<file path="src/hw/saturn_dec_pkg.sv">
/* shared widths and codes for the nibble-serial decoder
   alu codes are 5 bits wide so that more operations can be added later
   ALU_OP_NONE must stay 0, since reset and control-only instructions rely on it */
package saturn_dec_pkg;

  // one opcode nibble
  localparam int NIBBLE_W = 4;

  // default program address width, 5 nibbles
  localparam int DEF_ADDR_W = 20;

  // longest immediate, the 3Fxxxx... load
  localparam int DEF_MAX_IMM = 16;

  // opcode or immediate nibble
  typedef logic [NIBBLE_W-1:0] nibble_t;

  // alu operation handed to the execute stage
  typedef enum logic [4:0] {
    // no alu work, also the reset value
    ALU_OP_NONE     = 5'd0,
    // register clear, 08
    ALU_OP_ZERO     = 5'd1,
    // plain move, 06/07/09/0A and loads
    ALU_OP_COPY     = 5'd2,
    // swap, 0B
    ALU_OP_EXCH     = 5'd3,
    // P=P+1
    ALU_OP_INC      = 5'd4,
    // P=P-1
    ALU_OP_DEC      = 5'd5,
    // 2-nibble relative jump, GOC/GONC
    ALU_OP_JMP_REL2 = 5'd6,
    // 3-nibble relative jump, GOTO/GOSUB
    ALU_OP_JMP_REL3 = 5'd7
  } alu_op_t;

  // the remaining codes are reserved for the
  // field-based arithmetic groups (Ax, Bx, Cx...)
  // which are decoded as errors for now

endpackage

</file>
<file path="src/hw/opcode_classifier.sv">
`timescale 1ns/1ns
/* stage 1: one nibble per clock while i_en_dec is high and i_stalled low
   control fields are valid together with o_last and change on the next first nibble
   only groups 0x, 2x, 3x, 4x-7x are decoded, anything else closes as a decode error */
module opcode_classifier #(
  parameter int ADDR_W = saturn_dec_pkg::DEF_ADDR_W
) (
  input  logic                    i_clk,
  input  logic                    i_reset,
  input  logic                    i_en_dec,
  input  logic                    i_stalled,
  input  saturn_dec_pkg::nibble_t i_nibble,
  input  logic [ADDR_W-1:0]       i_pc,
  output logic                    o_valid,
  output saturn_dec_pkg::nibble_t o_nibble,
  output logic                    o_first,
  output logic [ADDR_W-1:0]       o_addr,
  output logic                    o_imm,
  output logic                    o_last,
  output saturn_dec_pkg::alu_op_t o_alu_op,
  output logic                    o_ins_alu_op,
  output logic                    o_rtn,
  output logic                    o_push,
  output logic                    o_pop,
  output logic                    o_set_xm,
  output logic                    o_set_carry,
  output logic                    o_carry_val,
  output logic                    o_en_intr,
  output logic                    o_test_carry,
  output logic                    o_set_mode,
  output logic                    o_mode_dec,
  output logic                    o_dec_error
);
  import saturn_dec_pkg::*;

  // framing state, where the next nibble falls
  typedef enum logic [2:0] {
    ST_FIRST,
    ST_B0X,
    ST_B2X,
    ST_B3X,
    ST_IMM
  } frame_t;

  frame_t              state;
  frame_t              state_nxt;
  // immediates still to come, minus one
  logic [NIBBLE_W-1:0] imm_left;
  logic [NIBBLE_W-1:0] imm_left_nxt;
  logic                accept;
  logic                is_imm;
  logic                is_last;

  // nibble taken at this edge
  assign accept = i_en_dec && !i_stalled;

  // framing decisions for the nibble on i_nibble
  always_comb begin
    state_nxt    = state;
    imm_left_nxt = imm_left;
    is_imm       = 1'b0;
    is_last      = 1'b0;
    case (state)
      ST_FIRST: begin
        case (i_nibble)
          4'h0: state_nxt = ST_B0X;
          4'h2: state_nxt = ST_B2X;
          4'h3: state_nxt = ST_B3X;
          4'h4, 4'h5: begin
            // GOC/GONC offset, 2 nibbles
            state_nxt    = ST_IMM;
            imm_left_nxt = NIBBLE_W'(1);
          end
          4'h6, 4'h7: begin
            // GOTO/GOSUB offset, 3 nibbles
            state_nxt    = ST_IMM;
            imm_left_nxt = NIBBLE_W'(2);
          end
          // 1x, 8x-Fx are one-nibble errors
          default: is_last = 1'b1;
        endcase
      end
      ST_B0X: begin
        is_last   = 1'b1;
        state_nxt = ST_FIRST;
      end
      ST_B2X: begin
        // the P value is the single immediate
        is_imm    = 1'b1;
        is_last   = 1'b1;
        state_nxt = ST_FIRST;
      end
      ST_B3X: begin
        // count nibble, n+1 immediates follow
        state_nxt    = ST_IMM;
        imm_left_nxt = i_nibble;
      end
      ST_IMM: begin
        is_imm = 1'b1;
        if (imm_left == '0) begin
          is_last   = 1'b1;
          state_nxt = ST_FIRST;
        end else begin
          imm_left_nxt = imm_left - NIBBLE_W'(1);
        end
      end
      default: state_nxt = ST_FIRST;
    endcase
  end

  always_ff @(posedge i_clk) begin
    if (i_reset) begin
      state    <= ST_FIRST;
      imm_left <= '0;
      o_valid  <= 1'b0;
    end else begin
      o_valid <= accept;
      // framing freezes while nothing is accepted
      if (accept) begin
        state    <= state_nxt;
        imm_left <= imm_left_nxt;
      end
    end
  end

  // record payload, qualified by o_valid
  always_ff @(posedge i_clk) begin
    if (accept) begin
      o_nibble <= i_nibble;
      o_first  <= (state == ST_FIRST);
      o_imm    <= is_imm;
      o_last   <= is_last;
      if (state == ST_FIRST) begin
        o_addr <= i_pc;
      end
    end
  end

  // control fields from the first two nibbles
  always_ff @(posedge i_clk) begin
    if (i_reset) begin
      o_alu_op     <= ALU_OP_NONE;
      o_ins_alu_op <= 1'b0;
      o_rtn        <= 1'b0;
      o_push       <= 1'b0;
      o_pop        <= 1'b0;
      o_set_xm     <= 1'b0;
      o_set_carry  <= 1'b0;
      o_carry_val  <= 1'b0;
      o_en_intr    <= 1'b0;
      o_test_carry <= 1'b0;
      o_set_mode   <= 1'b0;
      o_mode_dec   <= 1'b0;
      o_dec_error  <= 1'b0;
    end else if (accept && state == ST_FIRST) begin
      // clear the previous instruction, then set by group
      o_alu_op     <= ALU_OP_NONE;
      o_ins_alu_op <= 1'b0;
      o_rtn        <= 1'b0;
      o_push       <= 1'b0;
      o_pop        <= 1'b0;
      o_set_xm     <= 1'b0;
      o_set_carry  <= 1'b0;
      o_carry_val  <= 1'b0;
      o_en_intr    <= 1'b0;
      o_test_carry <= 1'b0;
      o_set_mode   <= 1'b0;
      o_mode_dec   <= 1'b0;
      o_dec_error  <= 1'b0;
      case (i_nibble)
        4'h0: ;
        4'h2, 4'h3: begin
          // P=n and LC(n+1) are copies of the immediate
          o_ins_alu_op <= 1'b1;
          o_alu_op     <= ALU_OP_COPY;
        end
        4'h4, 4'h5: begin
          // 4 jumps on carry set, 5 on carry clear
          o_alu_op     <= ALU_OP_JMP_REL2;
          o_test_carry <= 1'b1;
          o_carry_val  <= !i_nibble[0];
        end
        4'h6, 4'h7: begin
          // GOSUB pushes the return address
          o_alu_op <= ALU_OP_JMP_REL3;
          o_push   <= i_nibble[0];
        end
        default: o_dec_error <= 1'b1;
      endcase
    end else if (accept && state == ST_B0X) begin
      case (i_nibble)
        4'h0, 4'h1, 4'h2, 4'h3, 4'hF: begin
          // RTNSXM, RTN, RTNSC, RTNCC, RTI
          o_rtn       <= 1'b1;
          o_pop       <= 1'b1;
          o_set_xm    <= (i_nibble == 4'h0);
          o_set_carry <= !i_nibble[3] && i_nibble[1];
          o_carry_val <= i_nibble[1] && !i_nibble[0];
          o_en_intr   <= i_nibble[3];
        end
        4'h4, 4'h5: begin
          // SETHEX / SETDEC
          o_set_mode <= 1'b1;
          o_mode_dec <= i_nibble[0];
        end
        4'h6, 4'h7: begin
          // RSTK=C pushes, C=RSTK pops
          o_ins_alu_op <= 1'b1;
          o_alu_op     <= ALU_OP_COPY;
          o_push       <= !i_nibble[0];
          o_pop        <= i_nibble[0];
        end
        4'h8: begin
          o_ins_alu_op <= 1'b1;
          o_alu_op     <= ALU_OP_ZERO;
        end
        4'h9, 4'hA: begin
          o_ins_alu_op <= 1'b1;
          o_alu_op     <= ALU_OP_COPY;
        end
        4'hB: begin
          o_ins_alu_op <= 1'b1;
          o_alu_op     <= ALU_OP_EXCH;
        end
        4'hC, 4'hD: begin
          o_ins_alu_op <= 1'b1;
          o_alu_op     <= i_nibble[0] ? ALU_OP_DEC : ALU_OP_INC;
        end
        // 0E logic ops are not decoded
        default: o_dec_error <= 1'b1;
      endcase
    end
  end

endmodule

</file>
<file path="src/hw/instruction_assembler.sv">
`timescale 1ns/1ns
/* stage 2: takes every stage-1 record, there is no back-pressure
   immediates land low position first, o_mem_load is cleared on each first nibble */
module instruction_assembler #(
  parameter int ADDR_W  = saturn_dec_pkg::DEF_ADDR_W,
  parameter int MAX_IMM = saturn_dec_pkg::DEF_MAX_IMM
) (
  input  logic                                           i_clk,
  input  logic                                           i_reset,
  input  logic                                           i_valid,
  input  saturn_dec_pkg::nibble_t                        i_nibble,
  input  logic                                           i_first,
  input  logic [ADDR_W-1:0]                              i_addr,
  input  logic                                           i_imm,
  input  logic                                           i_last,
  input  saturn_dec_pkg::alu_op_t                        i_alu_op,
  input  logic                                           i_ins_alu_op,
  input  logic                                           i_rtn,
  input  logic                                           i_push,
  input  logic                                           i_pop,
  input  logic                                           i_set_xm,
  input  logic                                           i_set_carry,
  input  logic                                           i_carry_val,
  input  logic                                           i_en_intr,
  input  logic                                           i_test_carry,
  input  logic                                           i_set_mode,
  input  logic                                           i_mode_dec,
  input  logic                                           i_dec_error,
  output logic                                           o_ins_decoded,
  output logic [ADDR_W-1:0]                              o_ins_addr,
  output saturn_dec_pkg::nibble_t                        o_imm_value,
  output logic [MAX_IMM*saturn_dec_pkg::NIBBLE_W-1:0]    o_mem_load,
  output logic [$clog2(MAX_IMM+1)-1:0]                   o_mem_pos,
  output saturn_dec_pkg::alu_op_t                        o_alu_op,
  output logic                                           o_ins_alu_op,
  output logic                                           o_ins_rtn,
  output logic                                           o_push,
  output logic                                           o_pop,
  output logic                                           o_set_xm,
  output logic                                           o_set_carry,
  output logic                                           o_carry_val,
  output logic                                           o_en_intr,
  output logic                                           o_test_carry,
  output logic                                           o_ins_set_mode,
  output logic                                           o_mode_dec,
  output logic                                           o_dec_error
);
  import saturn_dec_pkg::*;

  localparam int POS_W = $clog2(MAX_IMM + 1);

  // start address of the instruction in flight
  logic [ADDR_W-1:0] start_addr;
  // write slot, restarts on a first record
  logic [POS_W-1:0]  wr_pos;

  assign wr_pos = i_first ? '0 : o_mem_pos;

  always_ff @(posedge i_clk) begin
    if (i_reset) begin
      o_ins_decoded  <= 1'b0;
      o_mem_pos      <= '0;
      o_alu_op       <= ALU_OP_NONE;
      o_ins_alu_op   <= 1'b0;
      o_ins_rtn      <= 1'b0;
      o_push         <= 1'b0;
      o_pop          <= 1'b0;
      o_set_xm       <= 1'b0;
      o_set_carry    <= 1'b0;
      o_carry_val    <= 1'b0;
      o_en_intr      <= 1'b0;
      o_test_carry   <= 1'b0;
      o_ins_set_mode <= 1'b0;
      o_mode_dec     <= 1'b0;
      o_dec_error    <= 1'b0;
    end else begin
      // one-cycle pulse per closing record
      o_ins_decoded <= i_valid && i_last;
      if (i_valid) begin
        o_mem_pos <= wr_pos + POS_W'(i_imm);
      end
      // fields hold until the next instruction closes
      if (i_valid && i_last) begin
        o_alu_op       <= i_alu_op;
        o_ins_alu_op   <= i_ins_alu_op;
        o_ins_rtn      <= i_rtn;
        o_push         <= i_push;
        o_pop          <= i_pop;
        o_set_xm       <= i_set_xm;
        o_set_carry    <= i_set_carry;
        o_carry_val    <= i_carry_val;
        o_en_intr      <= i_en_intr;
        o_test_carry   <= i_test_carry;
        o_ins_set_mode <= i_set_mode;
        o_mode_dec     <= i_mode_dec;
        o_dec_error    <= i_dec_error;
      end
    end
  end

  // immediate and address payload
  always_ff @(posedge i_clk) begin
    if (i_valid && i_first) begin
      start_addr <= i_addr;
      o_mem_load <= '0;
    end
    if (i_valid && i_imm) begin
      o_mem_load[wr_pos*NIBBLE_W +: NIBBLE_W] <= i_nibble;
      o_imm_value                             <= i_nibble;
    end
    // one-nibble instructions close on their first record
    if (i_valid && i_last) begin
      o_ins_addr <= i_first ? i_addr : start_addr;
    end
  end

endmodule

</file>
<file path="src/hw/saturn_decoder.sv">
`timescale 1ns/1ns
/* two-stage nibble decoder, results appear two cycles after the last nibble
   the PC is owned outside, i_pc must hold the address of the nibble on i_nibble */
module saturn_decoder #(
  parameter int ADDR_W  = saturn_dec_pkg::DEF_ADDR_W,
  parameter int MAX_IMM = saturn_dec_pkg::DEF_MAX_IMM
) (
  input  logic                                        i_clk,
  input  logic                                        i_reset,
  input  logic                                        i_en_dec,
  input  logic                                        i_stalled,
  input  saturn_dec_pkg::nibble_t                     i_nibble,
  input  logic [ADDR_W-1:0]                           i_pc,
  output logic                                        o_ins_decoded,
  output logic [ADDR_W-1:0]                           o_ins_addr,
  output saturn_dec_pkg::nibble_t                     o_imm_value,
  output logic [MAX_IMM*saturn_dec_pkg::NIBBLE_W-1:0] o_mem_load,
  output logic [$clog2(MAX_IMM+1)-1:0]                o_mem_pos,
  output saturn_dec_pkg::alu_op_t                     o_alu_op,
  output logic                                        o_ins_alu_op,
  output logic                                        o_ins_rtn,
  output logic                                        o_push,
  output logic                                        o_pop,
  output logic                                        o_set_xm,
  output logic                                        o_set_carry,
  output logic                                        o_carry_val,
  output logic                                        o_en_intr,
  output logic                                        o_test_carry,
  output logic                                        o_ins_set_mode,
  output logic                                        o_mode_dec,
  output logic                                        o_dec_error
);
  import saturn_dec_pkg::*;

  // stage 1 record
  logic              s1_valid;
  nibble_t           s1_nibble;
  logic              s1_first;
  logic [ADDR_W-1:0] s1_addr;
  logic              s1_imm;
  logic              s1_last;
  // stage 1 control fields, valid with s1_last
  alu_op_t           s1_alu_op;
  logic              s1_ins_alu_op;
  logic              s1_rtn;
  logic              s1_push;
  logic              s1_pop;
  logic              s1_set_xm;
  logic              s1_set_carry;
  logic              s1_carry_val;
  logic              s1_en_intr;
  logic              s1_test_carry;
  logic              s1_set_mode;
  logic              s1_mode_dec;
  logic              s1_dec_error;

  opcode_classifier #(
    .ADDR_W(ADDR_W)
  ) opcode_classifier_inst (
    .i_clk        (i_clk),
    .i_reset      (i_reset),
    .i_en_dec     (i_en_dec),
    .i_stalled    (i_stalled),
    .i_nibble     (i_nibble),
    .i_pc         (i_pc),
    .o_valid      (s1_valid),
    .o_nibble     (s1_nibble),
    .o_first      (s1_first),
    .o_addr       (s1_addr),
    .o_imm        (s1_imm),
    .o_last       (s1_last),
    .o_alu_op     (s1_alu_op),
    .o_ins_alu_op (s1_ins_alu_op),
    .o_rtn        (s1_rtn),
    .o_push       (s1_push),
    .o_pop        (s1_pop),
    .o_set_xm     (s1_set_xm),
    .o_set_carry  (s1_set_carry),
    .o_carry_val  (s1_carry_val),
    .o_en_intr    (s1_en_intr),
    .o_test_carry (s1_test_carry),
    .o_set_mode   (s1_set_mode),
    .o_mode_dec   (s1_mode_dec),
    .o_dec_error  (s1_dec_error)
  );

  instruction_assembler #(
    .ADDR_W (ADDR_W),
    .MAX_IMM(MAX_IMM)
  ) instruction_assembler_inst (
    .i_clk          (i_clk),
    .i_reset        (i_reset),
    .i_valid        (s1_valid),
    .i_nibble       (s1_nibble),
    .i_first        (s1_first),
    .i_addr         (s1_addr),
    .i_imm          (s1_imm),
    .i_last         (s1_last),
    .i_alu_op       (s1_alu_op),
    .i_ins_alu_op   (s1_ins_alu_op),
    .i_rtn          (s1_rtn),
    .i_push         (s1_push),
    .i_pop          (s1_pop),
    .i_set_xm       (s1_set_xm),
    .i_set_carry    (s1_set_carry),
    .i_carry_val    (s1_carry_val),
    .i_en_intr      (s1_en_intr),
    .i_test_carry   (s1_test_carry),
    .i_set_mode     (s1_set_mode),
    .i_mode_dec     (s1_mode_dec),
    .i_dec_error    (s1_dec_error),
    .o_ins_decoded  (o_ins_decoded),
    .o_ins_addr     (o_ins_addr),
    .o_imm_value    (o_imm_value),
    .o_mem_load     (o_mem_load),
    .o_mem_pos      (o_mem_pos),
    .o_alu_op       (o_alu_op),
    .o_ins_alu_op   (o_ins_alu_op),
    .o_ins_rtn      (o_ins_rtn),
    .o_push         (o_push),
    .o_pop          (o_pop),
    .o_set_xm       (o_set_xm),
    .o_set_carry    (o_set_carry),
    .o_carry_val    (o_carry_val),
    .o_en_intr      (o_en_intr),
    .o_test_carry   (o_test_carry),
    .o_ins_set_mode (o_ins_set_mode),
    .o_mode_dec     (o_mode_dec),
    .o_dec_error    (o_dec_error)
  );

endmodule

</file>
<file path="config.mk">
export PLATFORM = sky130hd
export DESIGN_NAME = saturn_decoder
export DESIGN_NICKNAME = d
export VERILOG_FILES = /design/src/hw/saturn_dec_pkg.sv /design/src/hw/opcode_classifier.sv /design/src/hw/instruction_assembler.sv /design/src/hw/saturn_decoder.sv
export SDC_FILE = /design/constraint.sdc
export NUM_CORES = 1
export LEC_CHECK = 0
export ABC_AREA = 1
export BUFFER_PORTS_ARGS = -buffer_cell sky130_fd_sc_hd__buf_4
export CORE_MARGIN = 2
export CORE_UTILIZATION = 45
export DETAILED_ROUTE_END_ITERATION = 8
export PLACE_DENSITY = 0.7
export SKIP_CTS_REPAIR_TIMING = 1
export SYNTH_ARGS = -nofsm -noshare
export SYNTH_HDL_FRONTEND = slang
export SYNTH_SLANG_ARGS = --single-unit
</file>
<file path="constraint.sdc">
create_clock -name i_clk -period 2.4 [get_ports i_clk]
set_input_delay 0.12 -clock i_clk [delete_from_list [all_inputs] [get_ports i_clk]]
set_output_delay 0.12 -clock i_clk [all_outputs]
set_load 0.01 [all_outputs]
</file>
# Yosys cells after proc, flatten, opt, wreduce, memory -nomap -nowiden
# Cells that the tools add are included.
[classes]
add_sub_neg = 3
multipliers = 0
n_div = 0
magnitude_cmp = 0
eq_ne = 23
shift = 2
muxes = 37
bitwise_logic = 0
n_reduce_logical = 45
[ops]
columns = ["cell", "n"]
rows = [
  ["$mux W64", 2],
  ["$bwmux W64", 1],
  ["$shift A4 B34 Y64 const A", 1],
  ["$shiftx A4 B34 Y64", 1],
  ["$neg A7 Y34", 1],
  ["$eq A4 B4 Y1 const B", 7],
  ["$mux W1", 20],
  ["$mux W20", 1],
  ["$pmux W5 S4", 1],
  ["$pmux W3 S3", 2],
  ["$reduce_and A2 Y1", 9],
  ["$eq A4 B3 Y1 const B", 4],
  ["$mux W5", 3],
  ["$reduce_or A15 Y1", 1],
  ["$reduce_or A2 Y1", 7],
  ["$pmux W3 S4", 1],
  ["$pmux W4 S3", 1],
  ["$reduce_bool A2 Y1", 5],
  ["$eq A4 B2 Y1 const B", 2],
  ["$logic_and A1 B1 Y1", 8],
  ["$logic_not A4 Y1", 2],
  ["$pmux W4 S2", 1],
  ["$reduce_or A4 Y1", 2],
  ["$reduce_or A8 Y1", 1],
  ["other kinds (22)", 26],
]
[word_totals]
register_bits = 183
latch_bits = 0
ram_bits = 0
mem_bits_ro = 0
output_inout_bits = 111
mem_count = 0

# Longest topological paths before layout
[logic_depth]
word_depth = 5
ltp_mapped = 17

# Hierarchy
# From an unflattened synthesis, not the netlist that was laid out.
[unflattened]
hier_cells = 900
area_unflattened_um2 = 7571.0
[by_module_without_submodules]
columns = ["module", "n_inst", "cells_each", "area_per_inst_um2"]
rows = [
  ["instruction_assembler", 1, 647, 5305.1],
  ["opcode_classifier", 1, 253, 2265.9],
]

# Worst setup path after synthesis
# No wires, ideal clock.
[synth_path]
path_kind = "flip-flop to flip-flop"
start = "reg opcode_classifier_inst.o_first"
end = "reg instruction_assembler_inst.o_mem_load[15] (netlist bit)"
arrival_ns = 2.123
slack_ns = 0.164
stages_incl_launch_ff = 17
path_buffers = 3
synth_period_minus_slack_ns = 2.236
path_cell_list = "edfxtp_1 inv_2 buf_6 nand2_4 buf_6 ha_1 nand2_1 nor2_1 ha_1 nand2_1 inv_1 nand3_2 inv_2 buf_4 nand3_1 nand2_1 nand2_1"
[synth_via]
elab_chain_len = 5
[synth_lines]
columns = ["item", "line", "rtl"]
rows = [
  ["from (decl)", "opcode_classifier.sv:16", "output logic o_first,"],
  ["from (signal assigned)", "opcode_classifier.sv:130", "o_first <= (state == ST_FIRST);"],
  ["$mux W5", "instruction_assembler.sv:57", "assign wr_pos = i_first ? '0 : o_mem_pos;"],
  ["$neg A7 Y34", "instruction_assembler.sv:108", "o_mem_load[wr_pos*NIBBLE_W +: NIBBLE_W] <= i_nibble;"],
  ["$shiftx A4 B34 Y64 / $shift A4 B34 Y64 (equally long branches)", "instruction_assembler.sv:108", ""],
  ["$bwmux W64", "instruction_assembler.sv:108", ""],
  ["$mux W64 *", "instruction_assembler.sv:107", "if (i_valid && i_imm) begin"],
  ["to (signal, indexed assignment)", "instruction_assembler.sv:108", ""],
  ["to (decl)", "instruction_assembler.sv:32", "output logic [MAX_IMM*saturn_dec_pkg::NIBBLE_W-1:0] o_mem_load,"],
]
# Mark *: on every way between the ends. The rest lies on a longest branch, timed or not.
# A chain may end at the register's enable or synchronous reset.

# Final worst setup path
[layout_path]
start = "reg opcode_classifier_inst.o_first"
end = "reg instruction_assembler_inst.o_mem_load[22] (netlist bit)"
# Same word-level chain as after synthesis.

==> impl_metrics.yaml <==
power:
  p_leak_nw: 4.27
  max-vdd-ir-drop_mv: 0.535
  p_per_area_mw_per_mm2: 689
final_layout:
  drive_gt1_share_pct: 22.4
  post-route-util_pct: 59.6
  n_antenna_cell: 0
  area_delta_synth_final_pct: 29.5
  layout.nets: 1036
synth:
  seq_area_frac_synth_pct: 58.7
  synthTopCellsByCount: "nand2_1 (201), dfxtp_1 (108), nor2_1 (98), inv_1 (92), nand3_1 (72)"
  post_synth_num_cell_types: 44
  synth-seq-cells: 179
  yosysMostFrequentCell: "nand2_1"
  synth_area_per_cell_um2: 8.77
  yosysTopAreaCell: "dfxtp_1"
  ys_top_cells_by_area: "dfxtp_1 (30%), edfxtp_1 (29%), nand2_1 (10%)"
  synth_edf_count: 71
  synthArstFlopShare_pct: 0
  synth_top_area_share_pct: 29.5
  yosys_warnings: 0
  syn-cell-area_mm2: 0.00732
  synthCells: 834
  synth_ff_type: "dfxtp_1"
setup_path:
  cp_data_arrival_time_ns: 2.55
  end_kind: "register"
  crit_path_start_kind: "register"
  crit_fanout: 6
  criticalPathCategory: "reg2reg"
  cp.required_ns: 2.72
  rr_worst_depth: 14
route:
  first_pass_iters: 5
  via_per_inst: 4.91
  routed_wirelength_um: 17100
  wl_per_cell_um: 13.9
  antenna_left: 0
  drtIter0Drc: 391
  route.detailed.drc: 0
  vias: 6043
timing:
  finalSetupTns_ns: 0
  worst_slack_ns: 0.165
  period_minus_slack_ns: 2.24
  setup_violations: 0
  rsz0062_at_grt: "false"
  worstMarginPinSlew_ns: 0.748
  slew-limit-headroom_pct: 50.1
  period_share_pct: 93.1
  fmax_mhz: 447
  skew_ns: 0.00900
  final-max-slew-violation-count: 0
  final-hold-violation-count: 0
floorplan:
  pin_count: 139
  fp.dieW_um: 132
  start_util_pct: 46.1
  num_rows: 46
  core-area_mm2: 0.0159
  dieArea_mm2: 0.0173
  die_h_um: 132
flow_run:
  cap_violations: 0
hold_path:
  worstHoldPathType: "in2reg"
  worstHoldPathCells: 3
placed_design:
  hpwl_um: 11900
  gp_congestion: 0.900
  port_buffers: 136
  pre_cts_slack_ns: 0.0174
clock_tree:
  clock_sinks: 179
  cts_made_buffers: 17
  cts_tree: "done"
  clkLatencyLatePin_ns: 0.43
  root_buffer: "clkbuf_16"
  clockBufferDepth: 2
  clkSlewWorstSetupHoldPaths_ns: 0.07
  h-tree-depth: 4
global_routing:
  track_usage_pct: 19.5
  antenna_found_initial: 0
  grt_start_max_net_pins: 48
  grt_pass1_wl_um: 27100
  grt.overflow.total: 0
  grt_pass1_vias: 5385
status:
  outcome: "finished clean"
==> through the flow <==
step	std cells	hold slack [ns]	power, mW	area [um^2]
after floorplan	835	0.219	3.69	7320
after global placement	1170	0.299	3.87	8560
after detailed placement	1170	0.299	3.88	8560
after CTS	1202	-0.153	6.55	9130
after global routing	1232	0.0503	6.77	9470
final	1232	0.0467	6.53	9470
==> cell type report <==
class                   instances  area, um^2
multi-input cells             525        2530
clock inverters                15         148
inverters                     101         392
fillers                      1426        6410
well taps                     216         270
clock buffers                  17         425
repair buffers                179        1410
flip-flops and latches        179        4290
==> kinds of logic after synthesis <==
group | Yosys count | synth area share (%)
and+or+nand+nor | 415 | 25.2
buffers and inverters | 131 | 7.39
xor gates and xnor gates | 2 | 0.239
other | 1 | 0.0512
AOI/OAI and AO/OA | 101 | 7.61
DFF | 179 | 58.7
adders and majority gates | 5 | 0.855
==> state kept, by name (all words and copies together) (netlist names), 3 cells and up <==
register / count
instruction_assembler_inst.o_mem_load: 64
instruction_assembler_inst.o_ins_addr: 20
instruction_assembler_inst.start_addr: 20
opcode_classifier_inst.o_addr: 20
instruction_assembler_inst.o_mem_pos: 5
instruction_assembler_inst.o_imm_value: 4
opcode_classifier_inst.imm_left: 4
opcode_classifier_inst.o_nibble: 4
instruction_assembler_inst.o_alu_op: 3
opcode_classifier_inst.o_alu_op: 3
opcode_classifier_inst.state: 3
==> cell usage in the layout (no fill, tap or decap), drive strengths merged <==
cell type,synthesis,final
nand2,207,207
buf,15,154
dfxtp,108,108
inv,100,106
nor2,105,105
nand3,81,81
edfxtp,71,71
o21ai,59,59
dlygate4sd3,0,25
a21oi,23,23
clkbuf,15,17
nand4,9,9
nor3,9,9
a211oi,5,5
ha,5,5
clkinv,1,5
o31ai,4,4
clkinvlp,0,4
o22ai,3,3
nor4,3,3
o221ai,2,2
conb,1,2
a31oi,2,2
or2,1,1
o2111ai,1,1
xor2,1,1
a22oi,1,1
o211ai,1,1
xnor2,1,1
bufinv,0,1
==> critical path, cell delays in order (launching register included) <==
cell and delay, ns:
edfxtp_1 0.43, inv_4 0.12, nand2_2 0.08, ha_2 0.20, nand2_1 0.09, nor2_1 0.05, ha_1 0.30, nand2_1 0.07
inv_2 0.09, nand3_4 0.10, nor2_4 0.17, buf_6 0.14, nand2_1 0.11, nand3_1 0.10, nand2_1 0.06
==> final timing paths <==
check                              startpoint                                   endpoint  slack (ns)
max            opcode_classifier_inst.o_first  instruction_assembler_inst.o_mem_load[22]        0.16
min                                  i_en_dec             opcode_classifier_inst.o_valid        0.05
max reg2reg    opcode_classifier_inst.o_first  instruction_assembler_inst.o_mem_load[22]        0.16
min reg2reg  opcode_classifier_inst.o_addr[1]   instruction_assembler_inst.start_addr[1]        0.44
==> routing by layer <==
metal / wire [um] / GRT usage, % / vias to the layer above
li1: - / - / 3074
met3: 910 / 5.21 / 15
met4: 188 / 5.98 / 0
met1: 7680 / 25.4 / 2796
met2: 8320 / 31.9 / 158
met5: 0 / 0 / -
==> report_power, final <==
part	switching [mW]	internal [mW]
clock	1.22	1.46
combinational	0.311	0.217
sequential	0.0539	3.27
total	1.58	4.95
No activity file was read; power rests on OpenSTA's default activity.
